## src/mem_pkg.sv

```systemverilog
package mem_pkg;

  // one data word and its byte lanes
  localparam int data_width = 32;
  localparam int mask_width = 4;
  localparam int byte_width = data_width / mask_width;

  // address split between the bank index and the word inside a macro
  localparam int bank_addr_width = 8;
  localparam int bank_depth = 2 ** bank_addr_width;
  localparam int num_banks = 4;
  localparam int bank_sel_width = 2;
  localparam int addr_width = bank_addr_width + bank_sel_width;

  typedef logic [data_width-1:0] word_t;

  typedef logic [addr_width-1:0] addr_t;

  // word address inside one macro
  typedef logic [bank_addr_width-1:0] bank_addr_t;

  // the upper address bits pick one of the macros
  typedef logic [bank_sel_width-1:0] bank_sel_t;

  // bit k enables bits 8k to 8k+7 of a word
  typedef logic [mask_width-1:0] wmask_t;

endpackage

```

## src/mem_port_if.sv

```systemverilog
interface mem_port_if;

  // active low chip select and write enable
  logic csb;
  logic web;

  mem_pkg::wmask_t wmask;
  mem_pkg::addr_t addr;
  mem_pkg::word_t din;

  // read data, valid the cycle after the read edge
  mem_pkg::word_t dout;

  modport requester (
    output csb,
    output web,
    output wmask,
    output addr,
    output din,
    input dout
  );

  modport memory (
    input csb,
    input web,
    input wmask,
    input addr,
    input din,
    output dout
  );

  // passive view for logic that only watches the port
  modport monitor (
    input csb,
    input web,
    input wmask,
    input addr,
    input din,
    input dout
  );

endinterface

```

## src/sram_collision_bypass.sv

```systemverilog
module sram_collision_bypass (
  input logic clk1,
  input logic rst,

  // read-only port from the top level
  input logic csb1,
  input mem_pkg::addr_t addr1,
  output mem_pkg::word_t dout1,

  // port 0 traffic, watched for writes
  mem_port_if.monitor wr_mon,

  // port 1 toward the banked memory
  mem_port_if.requester mem
);

  logic rd1;
  logic wr0;
  logic hit;

  // state captured on a colliding edge
  logic coll_q;
  mem_pkg::word_t wdata_q;
  mem_pkg::wmask_t wmask_q;

  // the read-only port never writes
  assign mem.csb = csb1;
  assign mem.web = 1'b1;
  assign mem.wmask = '0;
  assign mem.addr = addr1;
  assign mem.din = '0;

  assign rd1 = !csb1;
  assign wr0 = !wr_mon.csb && !wr_mon.web;
  assign hit = rd1 && wr0 && (wr_mon.addr == addr1);

  // the flag follows each port 1 read and holds through idle cycles
  always_ff @(posedge clk1) begin
    if (rst) begin
      coll_q <= 1'b0;
    end else if (rd1) begin
      coll_q <= hit;
    end
  end

  always_ff @(posedge clk1) begin
    if (hit) begin
      wdata_q <= wr_mon.din;
      wmask_q <= wr_mon.wmask;
    end
  end

  // the macro returned the old word, so the written lanes are laid over it
  always_comb begin
    dout1 = mem.dout;
    if (coll_q) begin
      for (int k = 0; k < mem_pkg::mask_width; k++) begin
        if (wmask_q[k]) begin
          dout1[k*mem_pkg::byte_width +: mem_pkg::byte_width] =
            wdata_q[k*mem_pkg::byte_width +: mem_pkg::byte_width];
        end
      end
    end
  end

endmodule

```

## src/flat_wrapper.sv

```systemverilog
// flat-port wrapper written by rule: the top's interface ports become plain ports
module sram_collision_bypass_flat 
  (clk1, rst, csb1, addr1, dout1, wr_mon_csb, wr_mon_web, wr_mon_wmask, wr_mon_addr, wr_mon_din, wr_mon_dout, mem_csb, mem_web, mem_wmask, mem_addr, mem_din, mem_dout);
  mem_port_if wr_mon_i ();
  mem_port_if mem_i ();
  input logic clk1;
  input logic rst;
  input logic csb1;
  input mem_pkg::addr_t addr1;
  output mem_pkg::word_t dout1;
  input wire logic [$bits(wr_mon_i.csb)-1:0] wr_mon_csb;
  input wire logic [$bits(wr_mon_i.web)-1:0] wr_mon_web;
  input wire logic [$bits(wr_mon_i.wmask)-1:0] wr_mon_wmask;
  input wire logic [$bits(wr_mon_i.addr)-1:0] wr_mon_addr;
  input wire logic [$bits(wr_mon_i.din)-1:0] wr_mon_din;
  input wire logic [$bits(wr_mon_i.dout)-1:0] wr_mon_dout;
  output wire logic [$bits(mem_i.csb)-1:0] mem_csb;
  output wire logic [$bits(mem_i.web)-1:0] mem_web;
  output wire logic [$bits(mem_i.wmask)-1:0] mem_wmask;
  output wire logic [$bits(mem_i.addr)-1:0] mem_addr;
  output wire logic [$bits(mem_i.din)-1:0] mem_din;
  input wire logic [$bits(mem_i.dout)-1:0] mem_dout;
  assign wr_mon_i.csb = wr_mon_csb;
  assign wr_mon_i.web = wr_mon_web;
  assign wr_mon_i.wmask = wr_mon_wmask;
  assign wr_mon_i.addr = wr_mon_addr;
  assign wr_mon_i.din = wr_mon_din;
  assign wr_mon_i.dout = wr_mon_dout;
  assign mem_csb = mem_i.csb;
  assign mem_web = mem_i.web;
  assign mem_wmask = mem_i.wmask;
  assign mem_addr = mem_i.addr;
  assign mem_din = mem_i.din;
  assign mem_i.dout = mem_dout;
  sram_collision_bypass u_core (.clk1(clk1), .rst(rst), .csb1(csb1), .addr1(addr1), .dout1(dout1), .wr_mon(wr_mon_i), .mem(mem_i));
endmodule
```

## config.mk

```make
export PLATFORM = sky130hd
export DESIGN_NAME = sram_collision_bypass_flat
export DESIGN_NICKNAME = d
export VERILOG_FILES = /design/src/mem_pkg.sv /design/src/mem_port_if.sv /design/src/sram_collision_bypass.sv /design/src/flat_wrapper.sv
export SDC_FILE = /design/constraint.sdc
export NUM_CORES = 1
export LEC_CHECK = 0
export ABC_CLOCK_PERIOD_IN_PS = 7550
export BUFFER_PORTS_ARGS = -buffer_cell sky130_fd_sc_hd__buf_2
export CORE_AREA = 2 2 80 82
export DETAILED_ROUTE_END_ITERATION = 8
export DIE_AREA = 0 0 82 84
export PLACE_DENSITY = 0.86
export SLEW_MARGIN = 0
export SYNTH_ARGS = -nofsm -noshare
export SYNTH_HDL_FRONTEND = slang
export SYNTH_SLANG_ARGS = --single-unit
```

## constraint.sdc

```tcl
create_clock -name clk1 -period 7.55 [get_ports clk1]
set_input_delay 0.3775 -clock clk1 [delete_from_list [all_inputs] [get_ports clk1]]
set_output_delay 0.3775 -clock clk1 [all_outputs]
set_load 0.005 [all_outputs]
```

# --- After elaboration in Yosys (flattened, before gate mapping) ---
# Cells that the tools add are included.
word_totals:
  register_bits: 37
  out_inout_bits: 80
op_classes:
  n_eq_ne: 1
  muxes: 5
  reduce_logical: 6
ops:
  columns: ["op", "n"]
  rows:
  - ["$mux 32", 1]
  - ["$mux 8", 4]
  - ["$eq 10x10->1", 1]
  - ["$logic_and 1x1->1", 3]
  - ["$logic_not 1->1", 3]

# --- Longest topological paths before layout ---
logic_depth:
  ltp_word: 4
  ltp_mapped: 3

# --- Worst setup path before layout ---
# Ideal clock, no wire load.
synth_timing:
  path_type: "input port to flip-flop"
  from: "in csb1"
  to: "reg u_core.wdata_q[0] (enable)"
  setup_time_ps: 474
  t_arrival_ps: 3189
  required_time_ps: 7076
  setup_slack_ps: 3886
  cell_stages: 3
  cell_sequence: "nor3_2 > nand4_1 > nor3_1"
synth_between:
  elab_chain_len: 3
synth_rtl:
  columns: ["element", "line_no", "source"]
  rows:
  - ["from (decl)", "flat_wrapper.sv:8", "input logic csb1;"]
  - ["$logic_not 1->1", "sram_collision_bypass.sv:33", "assign rd1 = !csb1;"]
  - ["$logic_and 1x1->1 (2 in a row)", "sram_collision_bypass.sv:35", "assign hit = rd1 && wr0 && (wr_mon.addr == addr1);"]
  - ["net u_core.hit", "sram_collision_bypass.sv:19", "logic hit;"]
  - ["to (signal assigned)", "sram_collision_bypass.sv:48", "wdata_q <= wr_mon.din;"]
  - ["to (decl)", "sram_collision_bypass.sv:23", "mem_pkg::word_t wdata_q;"]
# The timed path passes the listed nets, and every way through them passes these cells.
# A chain may end at the register's enable or synchronous reset.

# --- Worst setup path after layout ---
layout_timing:
  from: "reg u_core.coll_q"
  to: "out dout1[28]"
layout_between:
  elab_chain_len: 1
layout_rtl:
  columns: ["element", "line_no", "source"]
  rows:
  - ["from (decl)", "sram_collision_bypass.sv:22", "logic coll_q;"]
  - ["from (signal assigned)", "sram_collision_bypass.sv:42", "coll_q <= hit;"]
  - ["$mux 32", "sram_collision_bypass.sv:56", "if (coll_q) begin"]
  - ["to (decl)", "flat_wrapper.sv:10", "output mem_pkg::word_t dout1;"]
# Every way passes these cells.

==> results.py <==
metrics = {
    "setup_path": {
        "r2r_end": "u_core.coll_q",
        "critPathMaxFanout": 8,
        "critPathTopFamily": "flip-flops",
        "cp_slowest_cell": "dfxtp_1",
        "cp-start-kind": "flop",
        "reg2reg_depth": 2,
        "crit_chain": "nand2_2, mux2_2, buf_2",
        "cp.buffers_inverters": 1,
        "timing.reg2reg.setup_slack_ns": 6.71,
        "critPathCaptureType": "output port",
        "reg2reg_from": "u_core.coll_q",
        "critPathArrivalTime_ns": 1.48,
        "worst_ep_required_time_ns": 7.17,
        "worstSetupPathType": "flop to output port",
        "cpPeakStageDelay_ns": 0.52,
    },
    "timing": {
        "finalClockSkew_ns": 0,
        "fin_crit_sh_pct": 24.6,
        "finalHoldViolations": 0,
        "drv_slew": 0,
        "min_period_ns": 1.85,
        "setup_violations": 0,
        "grt_setup_unrepaired": "false",
        "clock.fmax_mhz": 539,
        "finalSetupTns_ns": 0,
        "setup_slack_ns": 5.70,
    },
    "die": {
        "die-area_um2": 6890,
        "die_x_um": 82,
        "fp.dieH_um": 84,
        "start_util_pct": 33.2,
        "coreArea_um2": 6100,
        "ios": 205,
        "placementRows": 29,
    },
    "power": {
        "power.density_nw_per_um2": 167,
        "p_total_w": 0.000447,
        "vdd_drop_max_mv": 0.113,
        "p_leak_nw": 1.21,
    },
    "finish": {
        "area_growth_pct": 32.5,
        "fin_cells": 352,
        "nets": 398,
        "drive_gt1_share_pct": 66.1,
        "final_util_pct": 44.0,
        "multiInputGateArea_um2": 691,
        "regArea_um2": 1100,
        "fill_cells": 586,
    },
    "clocking": {
        "cts_buffers": 5,
        "cts.repair.resized": 0,
        "clockBufferDepth": 2,
        "worstSkewPairLatency_ns": 0.27,
        "postCtsHoldBufs": 0,
        "cts_sinks": 37,
        "cts_max_level": 2,
        "postCtsSetupBuffers": 0,
        "clk_pin_slew_ns": 0.08,
        "cts_tree": "yes",
        "cts_root_buf": "clkbuf_8",
    },
    "synth": {
        "synth.cell_area_um2": 2020,
        "synth_fa_ha_area_share_pct": 0,
        "synth.avg_cell_area_um2": 14.0,
        "synth_top_family_by_area": "buffers and inverters",
        "muxShareOfSynthArea_pct": 17.8,
        "synth_xor_xnor_area_share_pct": 4.33,
        "synth_compound_area_share_pct": 0.804,
        "synthesis.instances": 144,
        "synth-seq-cells": 37,
        "yosysSeqAreaShare_pct": 54.4,
        "synthSimpleGateAreaFrac_pct": 4.08,
        "yosysWarnings": 0,
        "yosys.cell_types.count": 14,
    },
    "detailed_routing": {
        "wl_um": 4230,
        "drc_errors": 0,
        "final_antenna_net_count": 0,
        "routedWlPerCell_um": 12.0,
        "first_pass_iters": 4,
        "num_vias": 1416,
        "drt_iter0_drc": 44,
        "via_per_inst": 4.02,
    },
    "run": {
        "maxCapViolations": 0,
    },
    "place": {
        "hpwlAfterDp_um": 3440,
        "place.gp.congestion": 0.731,
        "io_buffers": 135,
        "pre_cts_ws_ns": 5.70,
        "dp.cells": 343,
    },
    "min_path": {
        "hp-start": "wr_mon_din[13]",
        "worstHoldPathType": "input port to flop",
        "holdPathEnd": "u_core.wdata_q[13]",
        "worst_hold_path.num_cells": 1,
    },
    "grt": {
        "grt_pass1_vias": 1409,
        "antenna_found_initial": 1,
        "grt_max_degree": 37,
        "grt_util_all_layers_pct": 12.4,
        "grt_overflow_total": 0,
        "grt_pass1_wl_um": 6390,
    },
    "run_status": {
        "status": "completed",
    },
}
[flip-flops by register name, summed over array words and instances, names as in the netlist]
register and count:
u_core.wmask_q 4, u_core.coll_q 1, u_core.wdata_q 32
[final cells by class]
type | count | share of cell area [%]
Multi-Input combinational cell | 93 | 25.8
Clock buffer | 6 | 2.71
Sequential cell | 37 | 41.1
Timing Repair Buffer | 136 | 25.5
Clock inverter | 2 | 1.26
Antenna cell | 1 | 0.0934
Tap cell | 77 | 3.59
[worst max path at each step]
| stage | start | end | slack [ns] | cells after the start |
|---|---|---|---|---|
| after floorplan | csb1 | u_core.wdata_q[0] | 3.89 | 3 |
| after global placement | csb1 | u_core.wdata_q[0] | 5.71 | 5 |
| after detailed placement | csb1 | u_core.wdata_q[3] | 5.70 | 5 |
| after CTS | u_core.coll_q | dout1[28] | 5.64 | 3 |
| after global routing | u_core.coll_q | dout1[28] | 5.60 | 3 |
| final | u_core.coll_q | dout1[28] | 5.70 | 3 |
[worst register-to-register path, stage by stage, from the launching register on]
cell	delay [ns]
dfxtp_1	0.52
nand2_1	0.11
o32ai_2	0.12
[cells by family (layout without fill, tap and decap cells)]
family | after synthesis | after routing
xor gates and xnor gates | 10 | 10
and+or+nand+nor | 13 | 13
muxes | 32 | 32
buffers and inverters | 49 | 144
AOI/OAI and AO/OA | 1 | 1
DFF | 37 | 37
other | 2 | 38
[metal layers]
metal	global-route usage, %	routed length (µm)
met5	0	0
met3	4.98	528
met2	21.2	2180
met1	13.7	1480
met4	3.94	37
[placed cells by master (no fill, tap or decap)]
master	n
buf_2	135
conb_1	37
edfxtp_1	36
mux2_2	32
xnor2_1	10
clkbuf_8	5
nand4_1	4
nand2_2	4
nor3_2	2
diode_2	1
nand3_1	1
nand4b_1	1
nand2_1	1
o32ai_2	1
clkinv_1	1
bufinv_16	1
clkbuf_1	1
buf_4	1
dfxtp_1	1
[synthesized netlist by cell type]
cell type	count	area (µm²)
mux2_2	32	360
nand4b_1	1	8.76
nor3_1	1	5.00
buf_4	49	368
nor3_2	1	10.0
edfxtp_1	36	1080
nand2_1	1	3.75
nand2_2	4	25.0
xnor2_1	10	87.6
conb_1	2	7.51
nand4_1	4	25.0
o32ai_2	1	16.3
nand3_1	1	5.00
dfxtp_1	1	20.0
[metrics by stage]
stage / cell area, µm² / hold WS [ns]
finish: 2680 / 0.267
detailed placement: 2570 / 0.556
CTS: 2680 / 0.251
global placement: 2570 / 0.554
floorplan: 2150 / 0.471
global route: 2680 / 0.241
[power breakdown]
| part | leakage [nW] | switching, W | internal, W |
|---|---|---|---|
| Clock | 0.0528 | 0.0000662 | 0.0000975 |
| Combinational | 0.826 | 0.0000240 | 0.0000344 |
| Sequential | 0.331 | 0.0000000181 | 0.000225 |
| Total | 1.21 | 0.0000902 | 0.000357 |
No activity file was read; power rests on OpenSTA's default activity.
